$ cat config.mk
export PLATFORM = sky130hd
export DESIGN_NAME = vid_top
export DESIGN_NICKNAME = d
export VERILOG_FILES = /design/src/common/vid_bus_pkg.sv /design/src/common/vid_disp_pkg.sv /design/src/vid_regs.sv /design/src/vid_timing.sv /design/src/vid_fetch.sv /design/src/fifo/pixel_fifo.sv /design/src/vid_top.sv
export VERILOG_INCLUDE_DIRS = /design/src /design/src/common
export SDC_FILE = /design/constraint.sdc
export NUM_CORES = 1
export LEC_CHECK = 0
export BUFFER_PORTS_ARGS = -buffer_cell sky130_fd_sc_hd__buf_4
export CORE_MARGIN = 3
export CORE_UTILIZATION = 25
export CTS_CLUSTER_SIZE = 28
export DETAILED_ROUTE_END_ITERATION = 16
export PLACE_DENSITY_LB_ADDON = 0.25
export SYNTH_ARGS = -nofsm -noshare
export SYNTH_HDL_FRONTEND = slang
export SYNTH_SLANG_ARGS = --single-unit
$ cat constraint.sdc
create_clock -name clk -period 7.69 [get_ports clk]
set_clock_uncertainty 0.05 [all_clocks]
set_input_delay 0.769 -clock clk [delete_from_list [all_inputs] [get_ports clk]]
set_output_delay 0.769 -clock clk [all_outputs]
set_load 0.01 [all_outputs]
$ cat src/common/vid_config.svh
`ifndef VID_CONFIG_SVH
`define VID_CONFIG_SVH

// Pixel FIFO entries, also the fetch credit pool
`define VID_FIFO_DEPTH 16

// Pixel and line counter width
`define VID_CNT_W 13

// Pixel divider field width
`define VID_DIV_W 6

// Register map, byte addresses
`define VID_REG_CR      32'h0000_0000
`define VID_REG_H1      32'h0000_0028
`define VID_REG_H2      32'h0000_0030
`define VID_REG_V1      32'h0000_0038
`define VID_REG_V2      32'h0000_0040
`define VID_REG_BASE    32'h0000_0048
`define VID_REG_LINEINC 32'h0000_0050

// CR field positions
`define VID_CR_EN_BIT  3
`define VID_CR_DIV_LSB 4

`endif

$ cat src/common/vid_bus_pkg.sv
`default_nettype none

package vid_bus_pkg;

    // Single-cycle host register write
    typedef struct packed {
        logic        valid; // Write strobe
        logic [31:0] addr;  // Register byte address
        logic [31:0] data;  // Write data
    } host_wr_t;

    // Memory read request, no stall
    typedef struct packed {
        logic        valid; // Read issued this cycle
        logic [31:0] addr;  // Byte address
    } mem_req_t;

    // Memory read response, in request order
    typedef struct packed {
        logic        valid; // Data returned this cycle
        logic [31:0] data;  // Word, RGB in low 24 bits
    } mem_rsp_t;

endpackage

`default_nettype wire

$ cat src/common/vid_disp_pkg.sv
`default_nettype none

`include "vid_config.svh"

package vid_disp_pkg;

    typedef logic [`VID_CNT_W-1:0] cnt_t;   // Pixel or line index
    typedef logic [`VID_DIV_W-1:0] div_t;   // Pixel divider

    // Raster timing, unpacked from H1/H2/V1/V2 and CR
    typedef struct packed {
        cnt_t hend;        // Last pixel index of a line
        cnt_t hsize;       // Active pixels per line
        cnt_t hsync_start; // First hsync pixel
        cnt_t hsync_end;   // First pixel after hsync
        cnt_t vend;        // Last line index of a frame
        cnt_t vsize;       // Active lines per frame
        cnt_t vsync_start; // First vsync line
        cnt_t vsync_end;   // First line after vsync
        div_t pix_div;     // Tick every pix_div+1 clocks
    } timing_cfg_t;

    // Frame location in memory
    typedef struct packed {
        logic [31:0] base;    // Byte address of pixel 0, line 0
        logic [31:0] lineinc; // Bytes between line starts
    } fetch_cfg_t;

    typedef struct packed {
        logic [7:0] r;
        logic [7:0] g;
        logic [7:0] b;
    } pixel_t;

    // Registered display output
    typedef struct packed {
        logic   hsync;
        logic   hblank;
        logic   vsync;
        logic   vblank;
        pixel_t pixel;
    } video_out_t;

endpackage

`default_nettype wire

$ cat src/vid_regs.sv
`timescale 1ns/1ps
`default_nettype none

`include "vid_config.svh"

module vid_regs
    import vid_bus_pkg::*;
    import vid_disp_pkg::*;
(
    input  wire        clk,
    input  wire        reset_n,
    input  wire        host_wr_t host,
    output logic       enable,
    output logic       restart,
    output timing_cfg_t timing_cfg,
    output fetch_cfg_t  fetch_cfg
);

    localparam int W = `VID_CNT_W;

    logic [31:0] h1_q;      // hsize | hend
    logic [31:0] h2_q;      // hsync start | hsync end
    logic [31:0] v1_q;      // vsize | vend
    logic [31:0] v2_q;      // vsync start | vsync end
    logic [31:0] base_q;
    logic [31:0] lineinc_q;
    div_t        pix_div_q; // CR divider field

    logic wr_cr;

    assign wr_cr = host.valid && (host.addr == `VID_REG_CR);

    // Control state, CR write also restarts the frame
    always_ff @(posedge clk or negedge reset_n) begin
        if (!reset_n) begin
            enable    <= 1'b0;
            pix_div_q <= '0;
            restart   <= 1'b0;
        end else begin
            restart <= wr_cr; // One-cycle pulse, aligned with new CR
            if (wr_cr) begin
                enable    <= host.data[`VID_CR_EN_BIT];
                pix_div_q <= host.data[`VID_CR_DIV_LSB +: `VID_DIV_W];
            end
        end
    end

    // Configuration words, unknown addresses fall through
    always_ff @(posedge clk) begin
        if (host.valid) begin
            case (host.addr)
                `VID_REG_H1:      h1_q      <= host.data;
                `VID_REG_H2:      h2_q      <= host.data;
                `VID_REG_V1:      v1_q      <= host.data;
                `VID_REG_V2:      v2_q      <= host.data;
                `VID_REG_BASE:    base_q    <= host.data;
                `VID_REG_LINEINC: lineinc_q <= host.data;
                default: ;
            endcase
        end
    end

    // Field unpack, same split for horizontal and vertical words
    always_comb begin
        timing_cfg.hend        = h1_q[W-1:0];
        timing_cfg.hsize       = h1_q[2*W-1:W];
        timing_cfg.hsync_end   = h2_q[W-1:0];
        timing_cfg.hsync_start = h2_q[2*W-1:W];
        timing_cfg.vend        = v1_q[W-1:0];
        timing_cfg.vsize       = v1_q[2*W-1:W];
        timing_cfg.vsync_end   = v2_q[W-1:0];
        timing_cfg.vsync_start = v2_q[2*W-1:W];
        timing_cfg.pix_div     = pix_div_q;
        fetch_cfg.base         = base_q;
        fetch_cfg.lineinc      = lineinc_q;
    end

endmodule

`default_nettype wire

$ cat src/vid_timing.sv
`timescale 1ns/1ps
`default_nettype none

module vid_timing
    import vid_disp_pkg::*;
(
    input  wire         clk,
    input  wire         reset_n,
    input  wire         enable,
    input  wire         restart,
    input  wire timing_cfg_t timing_cfg,
    output logic        pop,
    input  wire pixel_t fifo_head,
    input  wire         fifo_empty,
    output video_out_t  video,
    output logic        underrun
);

    logic run;      // Set once the first pixel has landed
    div_t div_cnt;  // Clocks within the current pixel period
    cnt_t hcnt;     // Pixel index within the line
    cnt_t vcnt;     // Line index within the frame

    logic tick;
    logic h_active;
    logic v_active;
    logic hsync_nxt;
    logic vsync_nxt;
    logic h_last;
    logic v_last;

    always_comb begin
        tick      = run && (div_cnt == timing_cfg.pix_div);
        h_active  = hcnt < timing_cfg.hsize;
        v_active  = vcnt < timing_cfg.vsize;
        hsync_nxt = (hcnt >= timing_cfg.hsync_start) && (hcnt < timing_cfg.hsync_end);
        vsync_nxt = (vcnt >= timing_cfg.vsync_start) && (vcnt < timing_cfg.vsync_end);
        h_last    = hcnt == timing_cfg.hend;
        v_last    = vcnt == timing_cfg.vend;
        pop       = tick && h_active && v_active; // One pop per active pixel
    end

    always_ff @(posedge clk or negedge reset_n) begin
        if (!reset_n) begin
            run      <= 1'b0;
            div_cnt  <= '0;
            hcnt     <= '0;
            vcnt     <= '0;
            video    <= '0;
            underrun <= 1'b0;
        end else if (!enable || restart) begin
            run     <= 1'b0; // Back to pixel 0 of line 0
            div_cnt <= '0;
            hcnt    <= '0;
            vcnt    <= '0;
            video   <= '0;
            if (restart) begin
                underrun <= 1'b0;
            end
        end else begin
            if (!run && !fifo_empty) begin
                run <= 1'b1; // Wait for the first fetched pixel
            end
            if (tick) begin
                div_cnt      <= '0;
                video.hsync  <= hsync_nxt;
                video.hblank <= !h_active;
                video.vsync  <= vsync_nxt;
                video.vblank <= !v_active;
                // Zero pixel in blanking or on underrun
                video.pixel  <= (pop && !fifo_empty) ? fifo_head : '0;
                if (pop && fifo_empty) begin
                    underrun <= 1'b1; // Sticky until restart
                end
                if (h_last) begin
                    hcnt <= '0;
                    vcnt <= v_last ? '0 : vcnt + 1'b1;
                end else begin
                    hcnt <= hcnt + 1'b1;
                end
            end else if (run) begin
                div_cnt <= div_cnt + 1'b1;
            end
        end
    end

endmodule

`default_nettype wire

$ cat src/vid_fetch.sv
`timescale 1ns/1ps
`default_nettype none

`include "vid_config.svh"

module vid_fetch
    import vid_bus_pkg::*;
    import vid_disp_pkg::*;
(
    input  wire                  clk,
    input  wire                  reset_n,
    input  wire                  enable,
    input  wire                  restart,
    input  wire fetch_cfg_t      fetch_cfg,
    input  wire [`VID_CNT_W-1:0] hsize,
    input  wire [`VID_CNT_W-1:0] vsize,
    input  wire                  credit_return,
    output mem_req_t             mem_req
);

    localparam int CRW = $clog2(`VID_FIFO_DEPTH + 1);
    localparam int PADW = 32 - `VID_CNT_W - 2;

    logic [CRW-1:0] credits;   // Free FIFO slots not yet claimed
    cnt_t           col;       // Next pixel within the line
    cnt_t           line;      // Next line within the frame
    logic [31:0]    line_addr; // Byte address of current line start

    logic issue;
    logic col_last;
    logic line_last;

    always_comb begin
        issue     = enable && !restart && (credits != '0); // No stall on memory side
        col_last  = col == hsize - 1'b1;
        line_last = line == vsize - 1'b1;
        mem_req.valid = issue;
        mem_req.addr  = line_addr + {{PADW{1'b0}}, col, 2'b00}; // 4 bytes per pixel
    end

    always_ff @(posedge clk or negedge reset_n) begin
        if (!reset_n) begin
            credits   <= CRW'(`VID_FIFO_DEPTH);
            col       <= '0;
            line      <= '0;
            line_addr <= '0;
        end else if (!enable || restart) begin
            credits   <= CRW'(`VID_FIFO_DEPTH); // Full pool, FIFO flushed alongside
            col       <= '0;
            line      <= '0;
            line_addr <= fetch_cfg.base;
        end else begin
            credits <= credits - CRW'(issue) + CRW'(credit_return);
            if (issue) begin
                if (col_last) begin
                    col <= '0;
                    if (line_last) begin
                        line      <= '0;
                        line_addr <= fetch_cfg.base; // Next frame
                    end else begin
                        line      <= line + 1'b1;
                        line_addr <= line_addr + fetch_cfg.lineinc;
                    end
                end else begin
                    col <= col + 1'b1;
                end
            end
        end
    end

endmodule

`default_nettype wire

$ cat src/fifo/pixel_fifo.sv
`timescale 1ns/1ps
`default_nettype none

module pixel_fifo
    import vid_bus_pkg::*;
    import vid_disp_pkg::*;
#(
    parameter int DEPTH = 16
) (
    input  wire           clk,
    input  wire           reset_n,
    input  wire           flush,
    input  wire mem_rsp_t push,
    input  wire           pop,
    output pixel_t        head,
    output logic          empty,
    output logic          credit_return
);

    localparam int AW = $clog2(DEPTH);

    pixel_t mem [DEPTH];   // Pixel storage, RGB only

    logic [AW:0] wr_ptr;   // MSB is the wrap bit
    logic [AW:0] rd_ptr;

    logic full;
    logic do_push;
    logic do_pop;

    always_comb begin
        empty = wr_ptr == rd_ptr;
        // Same index, opposite lap
        full  = (wr_ptr[AW] != rd_ptr[AW]) && (wr_ptr[AW-1:0] == rd_ptr[AW-1:0]);
        do_push = push.valid && !full;
        do_pop  = pop && !empty; // Pop on empty is dropped
        credit_return = do_pop;
        head  = mem[rd_ptr[AW-1:0]]; // Head shown without a read cycle
    end

    always_ff @(posedge clk) begin
        if (do_push) begin
            mem[wr_ptr[AW-1:0]] <= pixel_t'(push.data[23:0]);
        end
    end

    always_ff @(posedge clk or negedge reset_n) begin
        if (!reset_n) begin
            wr_ptr <= '0;
        end else if (flush) begin
            wr_ptr <= '0;
        end else if (do_push) begin
            wr_ptr <= wr_ptr + 1'b1;
        end
    end

    always_ff @(posedge clk or negedge reset_n) begin
        if (!reset_n) begin
            rd_ptr <= '0;
        end else if (flush) begin
            rd_ptr <= '0;
        end else if (do_pop) begin
            rd_ptr <= rd_ptr + 1'b1;
        end
    end

endmodule

`default_nettype wire

$ cat src/vid_top.sv
`timescale 1ns/1ps
`default_nettype none

`include "vid_config.svh"

module vid_top
    import vid_bus_pkg::*;
    import vid_disp_pkg::*;
(
    input  wire           clk,
    input  wire           reset_n,
    input  wire host_wr_t host,
    output mem_req_t      mem_req,
    input  wire mem_rsp_t mem_rsp,
    output video_out_t    video,
    output logic          underrun
);

    logic        enable;
    logic        restart;
    timing_cfg_t timing_cfg;
    fetch_cfg_t  fetch_cfg;
    logic        pop;
    pixel_t      fifo_head;
    logic        fifo_empty;
    logic        credit_return;

    vid_regs u_regs (
        .clk        (clk),
        .reset_n    (reset_n),
        .host       (host),
        .enable     (enable),
        .restart    (restart),
        .timing_cfg (timing_cfg),
        .fetch_cfg  (fetch_cfg)
    );

    vid_fetch u_fetch (
        .clk           (clk),
        .reset_n       (reset_n),
        .enable        (enable),
        .restart       (restart),
        .fetch_cfg     (fetch_cfg),
        .hsize         (timing_cfg.hsize),
        .vsize         (timing_cfg.vsize),
        .credit_return (credit_return),
        .mem_req       (mem_req)
    );

    // Responses push straight in, flushed on restart or while disabled
    pixel_fifo #(
        .DEPTH (`VID_FIFO_DEPTH)
    ) u_fifo (
        .clk           (clk),
        .reset_n       (reset_n),
        .flush         (restart | ~enable),
        .push          (mem_rsp),
        .pop           (pop),
        .head          (fifo_head),
        .empty         (fifo_empty),
        .credit_return (credit_return)
    );

    vid_timing u_timing (
        .clk        (clk),
        .reset_n    (reset_n),
        .enable     (enable),
        .restart    (restart),
        .timing_cfg (timing_cfg),
        .pop        (pop),
        .fifo_head  (fifo_head),
        .fifo_empty (fifo_empty),
        .video      (video),
        .underrun   (underrun)
    );

endmodule

`default_nettype wire

==> results of run 1 <==
==> worst max-delay path by stage <==
stage                         startpoint            endpoint  slack (ns)  depth (start not counted)
floorplan                       host[33]      u_regs.h1_q[0]        3.19                          5
global placement         u_regs.h1_q[19]  u_fetch.credits[4]        3.53                         19
detailed placement      u_timing.hcnt[6]  u_fetch.credits[4]        3.63                         18
CTS                 u_fetch.line_addr[2]         mem_req[28]        2.99                         13
global route              u_fetch.col[0]         mem_req[20]        2.76                         13
finish              u_fetch.line_addr[2]         mem_req[28]        3.03                         13
==> cells in the mapped netlist, drive strengths merged, types with 7 or more instances <==
cell    number
and2        27
ha         136
a21boi       8
a211oi      11
a21oi       65
a22oi       11
a21o        38
nand2      109
nand3       33
dfrtp      142
a31oi        8
nor2       103
o31ai        7
buf         27
xnor2       82
and4         9
clkbuf      44
nor3b        8
nand2b      26
and3        23
nor3        28
or3         13
xor2        63
o21a        12
edfxtp     552
mux2         8
o21ai      129
inv        139
nand4       32
nor4        17
nor2b       14
a221o       21
mux4       120
==> state kept, by name (all words and copies together) (netlist names), 26 cells and up <==
register	count
u_fetch.line_addr	32
u_fifo.mem	384
u_regs.base_q	32
u_regs.h1_q	26
u_regs.h2_q	26
u_regs.lineinc_q	32
u_regs.v1_q	26
u_regs.v2_q	26
u_timing.video	28
==> worst max-delay path, cell delays in order, from the launching register on <==
cell and delay [ns]:
dfrtp_1 0.47, ha_1 0.21, inv_1 0.06, fa_1 0.46
nor2b_1 0.13, o21ai_0 0.11, a21boi_0 0.39, o211ai_1 0.17
a21o_1 0.18, nand2_1 0.11, o21a_1 0.41, nand4_1 0.17
xnor2_1 0.18, buf_4 0.15
==> routing by layer <==
| layer | vias up | track usage, % |
|---|---|---|
| met5 | - | 0 |
| met4 | 0 | 3.23 |
| met3 | 103 | 2.21 |
| met2 | 453 | 21.1 |
| met1 | 9591 | 17.1 |
| li1 | 8521 | - |
==> report_power, final <==
group,switching (µW),internal [µW]
Combinational,97.3,46.1
Clock,1590,2220
Sequential,1.58,4070
==> layout make-up <==
class                   instances  area (µm²)
repair buffers                188        1420
clock inverters                39         534
well taps                    1637        2050
multi-input cells            1228       10600
clock buffers                 103        2130
fillers                     12300       87000
inverters                     139         522
flip-flops and latches        695       20200
diodes                          5        12.5
==> stage by stage <==
stage	hold slack, ns	cell area, µm²	power, µW
CTS	0.208	37400	8140
global placement	0.383	34800	4290
finish	0.143	37400	8030
global route	0.198	37400	8300
detailed placement	0.390	34800	4300
floorplan	0.363	31600	4170
==> kinds of logic after synthesis <==
family / count (synthesis) / share of synthesized area, %
flip-flops: 695 / 63.9
buffers and inverters: 210 / 2.64
AO/OA/AOI/OAI: 356 / 7.44
XOR/XNOR: 145 / 4.02
adder cells (fa/ha/maj): 139 / 5.58
AND/OR/NAND/NOR: 456 / 7.47
multiplexers: 132 / 8.98
==> results.py, run 1 <==
metrics = {
    "synth": {
        "yosysWarnings": 0,
        "synth_seq_cells": 695,
        "synth_cell_types": 76,
        "synth_fp_nets": 2372,
        "synth-main-ff-cell": "edfxtp_1",
        "async_flop_share_pct": 20.6,
        "postSynthCellCount": 2133,
        "syn_area_per_cell_um2": 14.8,
        "yosysTopAreaCellShare_pct": 52.5,
        "seq_area_frac_synth_pct": 63.9,
        "synth-edff-count": 552,
        "yosysTopAreaCell": "edfxtp_1",
        "syn-cell-area_um2": 31600,
        "synth_area_leaders": "edfxtp_1 (53%), dfrtp_1 (11%), mux4_2 (8.6%)",
    },
    "flow_run": {
        "drv_cap": 0,
    },
    "floorplanning": {
        "fp.coreArea_um2": 124000,
        "initial_utilization_pct": 25.4,
        "ioPinCount": 162,
        "rows": 129,
        "die_area_um2": 131000,
        "die_x_um": 361,
        "fp.dieH_um": 361,
    },
    "final_layout": {
        "fin_util_pct": 30.1,
        "layout_common_cells": "edfxtp_1 (552), buf_4 (187), dfrtp_1 (140), inv_1 (138), ha_1 (136)",
        "area_growth_pct": 18.7,
        "final_common_cell": "edfxtp_1",
        "final_cell_count_no_fill": 4034,
        "fin_nets": 2567,
        "final_layout_size_suffix_gt1_share_pct": 19.6,
    },
    "global_route": {
        "grt_max_degree": 84,
        "grt_pass1_vias": 19600,
        "antenna_found_initial": 7,
        "grt_pass1_wl_mm": 126,
        "gr-total-overflow": 0,
        "grt_use_total_pct": 12.7,
    },
    "clocking": {
        "cts_hold_buf": 0,
        "clockBufferDepth": 3,
        "cts_tree": "built",
        "cts_buffers": 76,
        "clock_sinks": 695,
        "cts_root_buf": "clkbuf_16",
        "htreeDepth": 3,
        "clk_latency_ns": 0.65,
        "ctsResizeCount": 0,
        "clkTransAtPathRegs_ns": 0.06,
        "cts_setup_buffers": 0,
    },
    "route": {
        "detail-route-antenna-nets": 0,
        "drt-total-wl_mm": 83.4,
        "vias": 18700,
        "wire_per_inst_um": 20.7,
        "wl_met1_mm": 37.8,
        "wl_met3_mm": 4.17,
        "top_layer": "met4",
        "dr_wl_met2_mm": 39.7,
        "first_pass_iters": 5,
        "viasPerCell": 4.63,
        "drt_drc_violations_left": 0,
        "drt_iter0_markers": 1410,
    },
    "worst_setup_path": {
        "r2r_start": "u_timing.hcnt[6]",
        "cp_max_fo": 8,
        "reg2reg_setup_slack_ns": 3.62,
        "reg2reg_depth": 18,
        "critPathRequiredTime_ns": 6.87,
        "start_kind": "flip-flop",
        "cp-end-kind": "output pin",
        "critPathKind": "flip-flop to output pin",
        "reg2reg_to": "u_fetch.credits[4]",
        "arrival_ns": 3.84,
    },
    "power_and_ir_drop": {
        "peakVddDrop_mv": 0.148,
        "powerDensity_nw_per_um2": 214,
        "p_leak_uw": 0.0137,
    },
    "sta": {
        "relSlewSlack_pct": 16.5,
        "tns_ns": 0,
        "grt_setup_unrepaired": "no",
        "final-max-slew-violation-count": 0,
        "final.min_clock_period_ns": 4.66,
        "clock.fmax_mhz": 215,
        "setup_viol": 0,
        "hold_viol": 0,
        "post-route-period-util_pct": 60.5,
        "tightest_slew_ns": 1.25,
        "worst_slack_ns": 3.03,
    },
    "placed_design": {
        "portBuffers": 153,
        "pre_cts_slack_ns": 3.63,
        "dp.cells": 3887,
        "gp_congestion": 0.830,
        "hpwl_mm": 53.0,
    },
    "status": {
        "status": "complete, no violations",
    },
    "worst_hold_path": {
        "hold_path.class": "input port to asynchronous set/reset pin",
    },
}
Power figures use the tool's default switching activity.
==> inputs of run 2 (changes only) <==
==> constraint.sdc (replaced) <==
create_clock -name clk -period 4.85 [get_ports clk]
set_clock_uncertainty 0.05 [all_clocks]
set_input_delay 0.485 -clock clk [delete_from_list [all_inputs] [get_ports clk]]
set_output_delay 0.485 -clock clk [all_outputs]
set_load 0.01 [all_outputs]
==> results.py, run 2 (synthesized netlist as in run 1, its figures left out) <==
metrics = {
    "status": {
        "status": "complete, no violations",
    },
    "power_and_ir_drop": {
        "p_leak_uw": 0.0138,
        "peakVddDrop_mv": 0.273,
        "powerDensity_nw_per_um2": 339,
    },
    "route": {
        "detail-route-antenna-nets": 0,
        "vias": 18800,
        "drt-total-wl_mm": 84.9,
        "drt_iter0_markers": 1422,
        "first_pass_iters": 5,
        "viasPerCell": 4.64,
        "drt_drc_violations_left": 0,
        "wire_per_inst_um": 20.9,
    },
    "worst_setup_path": {
        "critPathKind": "flip-flop to output pin",
        "start_kind": "flip-flop",
        "cp_max_fo": 8,
        "cp-end-kind": "output pin",
        "critPathRequiredTime_ns": 4.32,
        "arrival_ns": 3.76,
    },
    "final_layout": {
        "fin_nets": 2585,
        "largest_reg_flops": 384,
        "multi_input_area_um2": 10600,
        "final_common_cell": "edfxtp_1",
        "area_growth_pct": 19.3,
        "final_layout_size_suffix_gt1_share_pct": 19.5,
        "layout_common_cells": "edfxtp_1 (552), buf_4 (193), dfrtp_1 (140), inv_1 (138), ha_1 (136)",
        "fill_cells": 12400,
        "final-seq-area_um2": 20200,
    },
    "clocking": {
        "clkTransAtPathRegs_ns": 0.06,
        "clockBufferDepth": 3,
        "ctsResizeCount": 0,
        "htreeDepth": 3,
        "clk_latency_ns": 0.64,
        "cts_tree": "built",
        "cts_buffers": 77,
        "clock_sinks": 695,
        "cts_root_buf": "clkbuf_16",
        "cts_setup_buffers": 0,
    },
    "global_route": {
        "gr-total-overflow": 0,
        "grt_pass1_vias": 19600,
        "grt_pass1_wl_mm": 126,
        "grt_use_total_pct": 12.9,
        "grt_max_degree": 100,
        "antenna_found_initial": 10,
    },
    "floorplanning": {
        "rows": 129,
        "initial_utilization_pct": 25.4,
        "die_area_um2": 131000,
        "die_x_um": 361,
        "fp.dieH_um": 361,
        "fp.coreArea_um2": 124000,
        "ioPinCount": 162,
    },
    "sta": {
        "grt_setup_unrepaired": "no",
        "hold_viol": 0,
        "final.min_clock_period_ns": 4.30,
        "relSlewSlack_pct": 30.5,
        "post-route-period-util_pct": 88.6,
        "final-max-slew-violation-count": 0,
        "worst_slack_ns": 0.554,
        "setup_viol": 0,
        "clock.fmax_mhz": 233,
        "tightest_slew_ns": 1.04,
        "tns_ns": 0,
    },
    "placed_design": {
        "portBuffers": 153,
        "gp_congestion": 0.835,
        "hpwl_mm": 52.7,
        "pre_cts_slack_ns": 0.931,
    },
    "flow_run": {
        "drv_cap": 0,
    },
    "worst_hold_path": {
        "hold_path.class": "input port to flip-flop",
    },
}
[run 2: final timing paths]
kind / start / to / slack (ns) / cells after the start
worst min-delay path: mem_rsp[22] / u_fifo.mem[5][22] / 0.08 / 1
worst min register to register: u_regs.base_q[0] / u_fetch.line_addr[0] / 0.42 / 1
worst max register to register: u_regs.h1_q[19] / u_fetch.credits[4] / 0.95 / 19
worst max-delay path: u_fetch.col[0] / mem_req[18] / 0.55 / 13
min in group asynchronous: reset_n / u_fetch.col[7] / 0.41 / 2
max in group asynchronous: reset_n / u_fifo.rd_ptr[1] / 3.33 / 3
[run 2: final cells by class]
type                            instances  area share [%]
Multi-Input combinational cell       1228            28.2
Tap cell                             1637            5.44
Antenna cell                            9          0.0598
Clock inverter                         40            1.54
Sequential cell                       695            53.6
Clock buffer                          104            5.55
Inverter                              139            1.39
Timing Repair Buffer                  205            4.28
[run 2: per-layer routing]
layer	up-vias	share of wire, %	track usage [%]
met5	-	0	0
met4	0	3.0	4.37
met3	135	5.4	2.67
met2	510	47	21.0
met1	9616	45	17.1
li1	8562	-	-
[run 2: worst max-delay path, cell delays in order (launching register included)]
cell,delay (ns)
dfrtp_1,0.47
ha_1,0.21
inv_1,0.06
fa_1,0.45
nor2b_1,0.12
o21ai_0,0.11
a21boi_0,0.37
o211ai_1,0.16
a21o_1,0.18
nand2_1,0.11
o21a_1,0.39
nand4_1,0.17
xnor2_1,0.18
buf_4,0.15
[run 2: metrics by stage]
stage	area (µm²)	util (%)	total power, µW	hold WS, ns	cells
2_1_floorplan	31600	-	6610	0.139	2133
3_3_place_gp	34900	28.0	6800	0.410	3897
3_5_place_dp	34900	28.0	6810	0.412	3897
4_1_cts	37600	30.2	13000	0.0251	4048
5_1_grt	37600	30.2	13200	0.0474	4050
6_report	37700	30.3	12800	0.0758	4057
[run 2: where the power goes]
part / switching (µW) / internal (µW) / total (µW)
registers: 2.48 / 6450 / 6450
clock network: 2520 / 3560 / 6090
logic: 154 / 77.9 / 232
total: 2680 / 10100 / 12800
[run 2: what timing repair did]
action,4_1_cts,5_1_grt
setup endpoints to repair,0,0
hold buffers,7,0
endpoints found under the hold margin,81,0
==> inputs of run 3 (changes only) <==
--- a/config.mk
+++ b/config.mk
@@ -6,12 +6,14 @@
 export SDC_FILE = /design/constraint.sdc
 export NUM_CORES = 1
 export LEC_CHECK = 0
+export ABC_AREA = 1
 export BUFFER_PORTS_ARGS = -buffer_cell sky130_fd_sc_hd__buf_4
 export CORE_MARGIN = 3
-export CORE_UTILIZATION = 25
+export CORE_UTILIZATION = 35
 export CTS_CLUSTER_SIZE = 28
 export DETAILED_ROUTE_END_ITERATION = 16
 export PLACE_DENSITY_LB_ADDON = 0.25
 export SYNTH_ARGS = -nofsm -noshare
 export SYNTH_HDL_FRONTEND = slang
+export SYNTH_HIERARCHICAL = 1
 export SYNTH_SLANG_ARGS = --single-unit
==> results.py, run 3 <==
metrics = {
    "sta": {
        "final.min_clock_period_ns": 3.68,
        "clock.fmax_mhz": 272,
        "relSlewSlack_pct": 22.7,
        "holdWs_ns": 0.0803,
        "hold_viol": 0,
        "final-max-slew-violation-count": 0,
        "grt_setup_unrepaired": "no",
        "worst_slack_ns": 1.17,
        "tightest_slew_ns": 1.16,
        "setup_viol": 0,
        "tns_ns": 0,
        "post-route-period-util_pct": 75.9,
    },
    "floorplanning": {
        "rows": 115,
        "fp.coreArea_um2": 98900,
        "initial_utilization_pct": 35.5,
        "ioPinCount": 162,
        "fp.dieH_um": 322,
        "die_x_um": 322,
        "die_area_um2": 104000,
    },
    "final_layout": {
        "multi_input_area_um2": 12900,
        "final-seq-area_um2": 20200,
        "final_layout_size_suffix_gt1_share_pct": 11.1,
        "final_cell_count_no_fill": 5176,
        "final_common_cell": "nand2_1",
        "fill_cells": 9629,
        "largest_reg_flops": 384,
        "area_growth_pct": 15.4,
        "layout_common_cells": "nand2_1 (935), edfxtp_1 (552), inv_1 (359), nor2_1 (353), nand3_1 (254)",
        "fin_nets": 4059,
    },
    "synth": {
        "yosysTopAreaCellShare_pct": 47.3,
        "synth_commonest_cells": "nand2_1 (936), edfxtp_1 (552), inv_1 (359), nor2_1 (358), nand3_1 (254)",
        "synth_area_leaders": "edfxtp_1 (47%), dfrtp_1 (10%), nand2_1 (10%)",
        "synth_xor_area_share_pct": 2.77,
        "synthAdderAreaFrac_pct": 5.03,
        "synth_most_common_cell": "nand2_1",
        "seq_area_frac_synth_pct": 57.5,
        "synth-main-ff-cell": "edfxtp_1",
        "synthMuxAreaShare_pct": 0,
        "synth-edff-count": 552,
        "synth_top_family_by_area": "simple AND/OR/NAND/NOR gates",
        "yosysTopAreaCell": "edfxtp_1",
        "postSynthCellCount": 3649,
        "synth_simple_gate_area_share_pct": 21.9,
        "synth_cell_types": 50,
        "synth_compound_area_share_pct": 6.79,
        "synth_fp_nets": 3888,
        "async_flop_share_pct": 20.6,
        "yosysWarnings": 6,
        "syn_area_per_cell_um2": 9.61,
        "synth_seq_cells": 695,
        "syn-cell-area_um2": 35000,
    },
    "global_route": {
        "grt_pass1_wl_mm": 151,
        "grt_use_total_pct": 19.0,
        "grt_max_degree": 195,
        "antenna_found_initial": 5,
        "grt_pass1_vias": 24900,
        "gr-total-overflow": 0,
    },
    "power_and_ir_drop": {
        "finalPower_uw": 16500,
        "p_leak_uw": 0.0173,
        "powerDensity_nw_per_um2": 407,
        "peakVddDrop_mv": 0.291,
    },
    "clocking": {
        "clockBufferDepth": 3,
        "cts_setup_buffers": 0,
        "htreeDepth": 3,
        "clock_sinks": 695,
        "clkTransAtPathRegs_ns": 0.07,
        "cts_tree": "built",
        "cts_buffers": 79,
        "cts_root_buf": "clkbuf_16",
        "clk_latency_ns": 0.65,
    },
    "worst_setup_path": {
        "start_kind": "flip-flop",
        "arrival_ns": 3.15,
        "cp_max_fo": 6,
        "critPathRequiredTime_ns": 4.32,
        "cp-end-kind": "output pin",
        "critPathKind": "flip-flop to output pin",
    },
    "route": {
        "wire_per_inst_um": 19.1,
        "first_pass_iters": 5,
        "viasPerCell": 5.00,
        "drt_drc_violations_left": 0,
        "drt_iter0_markers": 1872,
        "vias": 25900,
        "drt-total-wl_mm": 99.1,
        "detail-route-antenna-nets": 0,
    },
    "placed_design": {
        "hpwl_mm": 64.8,
        "pre_cts_slack_ns": 1.58,
        "dp.cells": 5019,
        "gp_congestion": 0.923,
        "portBuffers": 153,
    },
    "flow_run": {
        "drv_cap": 0,
    },
    "status": {
        "status": "complete, no violations",
    },
    "worst_hold_path": {
        "hold_path.class": "input port to flip-flop",
    },
}
==> run 3: cell types whose count changed in the layout (fill, tap and decap cells not counted), sizes merged, moves of 25 or more <==
cell	change
nor2	+284
and2	-25
nand4	+52
a21o	-37
nand2	+848
a21oi	+103
nand3	+232
xnor2	-47
inv	+237
nand2b	-26
o211ai	+28
o21ai	+58
mux4	-120
==> run 3: power breakdown <==
group          internal, µW  switching (µW)  leakage (µW)
clock network          3700            2510       0.00130
registers              6860             214       0.00688
logic                   949            2240       0.00908
total                 11500            4970        0.0173
==> run 3: worst max-delay path, stage by stage (launching register included) <==
cell,delay [ns]
dfrtp_1,0.46
ha_1,0.22
fa_1,0.22
inv_1,0.05
o21ai_1,0.25
nand2_1,0.08
nand2_1,0.15
a21oi_1,0.14
o21ai_2,0.29
nand3_1,0.14
xnor2_1,0.31
buf_4,0.19
==> run 3: repair_timing <==
item,4_1_cts,5_1_grt
endpoints found under the hold margin,70,0
resized for setup,0,0
hold buffers,7,0
==> run 3: area by class of cell <==
type                            count  share of cell area (%)
Sequential cell                   695                    49.9
Multi-Input combinational cell   2461                    31.9
Clock buffer                      109                    5.34
Timing Repair Buffer              211                    4.06
Tap cell                         1287                    3.98
Inverter                          372                    3.47
Clock inverter                     37                    1.33
Antenna cell                        4                  0.0248
==> run 3: final timing paths <==
kind                                        start                     to  slack [ns]  cells past startpoint
worst max-delay path               u_fetch/col[0]            mem_req[18]        1.17                     11
worst min-delay path                  mem_rsp[17]      u_fifo/mem[4][17]        0.08                      1
worst max register to register   u_timing/vcnt[8]     u_fetch/credits[4]        1.54                     16
worst min register to register  u_regs/base_q[31]  u_fetch/line_addr[31]        0.41                      2
max in group asynchronous                 reset_n    u_timing/div_cnt[2]        3.24                      3
min in group asynchronous                 reset_n  u_fetch/line_addr[29]        0.36                      2
==> run 3: logic make-up (layout without fill, tap and decap cells) <==
kind of cell / count (synthesis) / after routing
simple gates: 1774 / 1774
flops: 695 / 695
buf+inv: 493 / 729
compound gates: 437 / 437
fa+ha+maj: 139 / 139
xor+xnor: 111 / 111
other cells: 0 / 4
==> run 3: through the flow <==
stage               utilization, %  area, µm²
global route                  40.9      40400
CTS                           40.9      40400
detailed placement            38.1      37700
floorplan                        -      35000
finish                        40.9      40400
global placement              38.1      37700
==> run 3: routing by layer <==
| metal | up-vias | global-route usage, % | share of wire (%) | wire length [µm] |
|---|---|---|---|---|
| met5 | - | 0 | 0 | 0 |
| met1 | 12500 | 25.0 | 44 | 44000 |
| met4 | 0 | 6.51 | 3.0 | 2940 |
| met3 | 150 | 2.94 | 5.1 | 5050 |
| li1 | 12700 | - | - | - |
| met2 | 622 | 31.9 | 48 | 47100 |
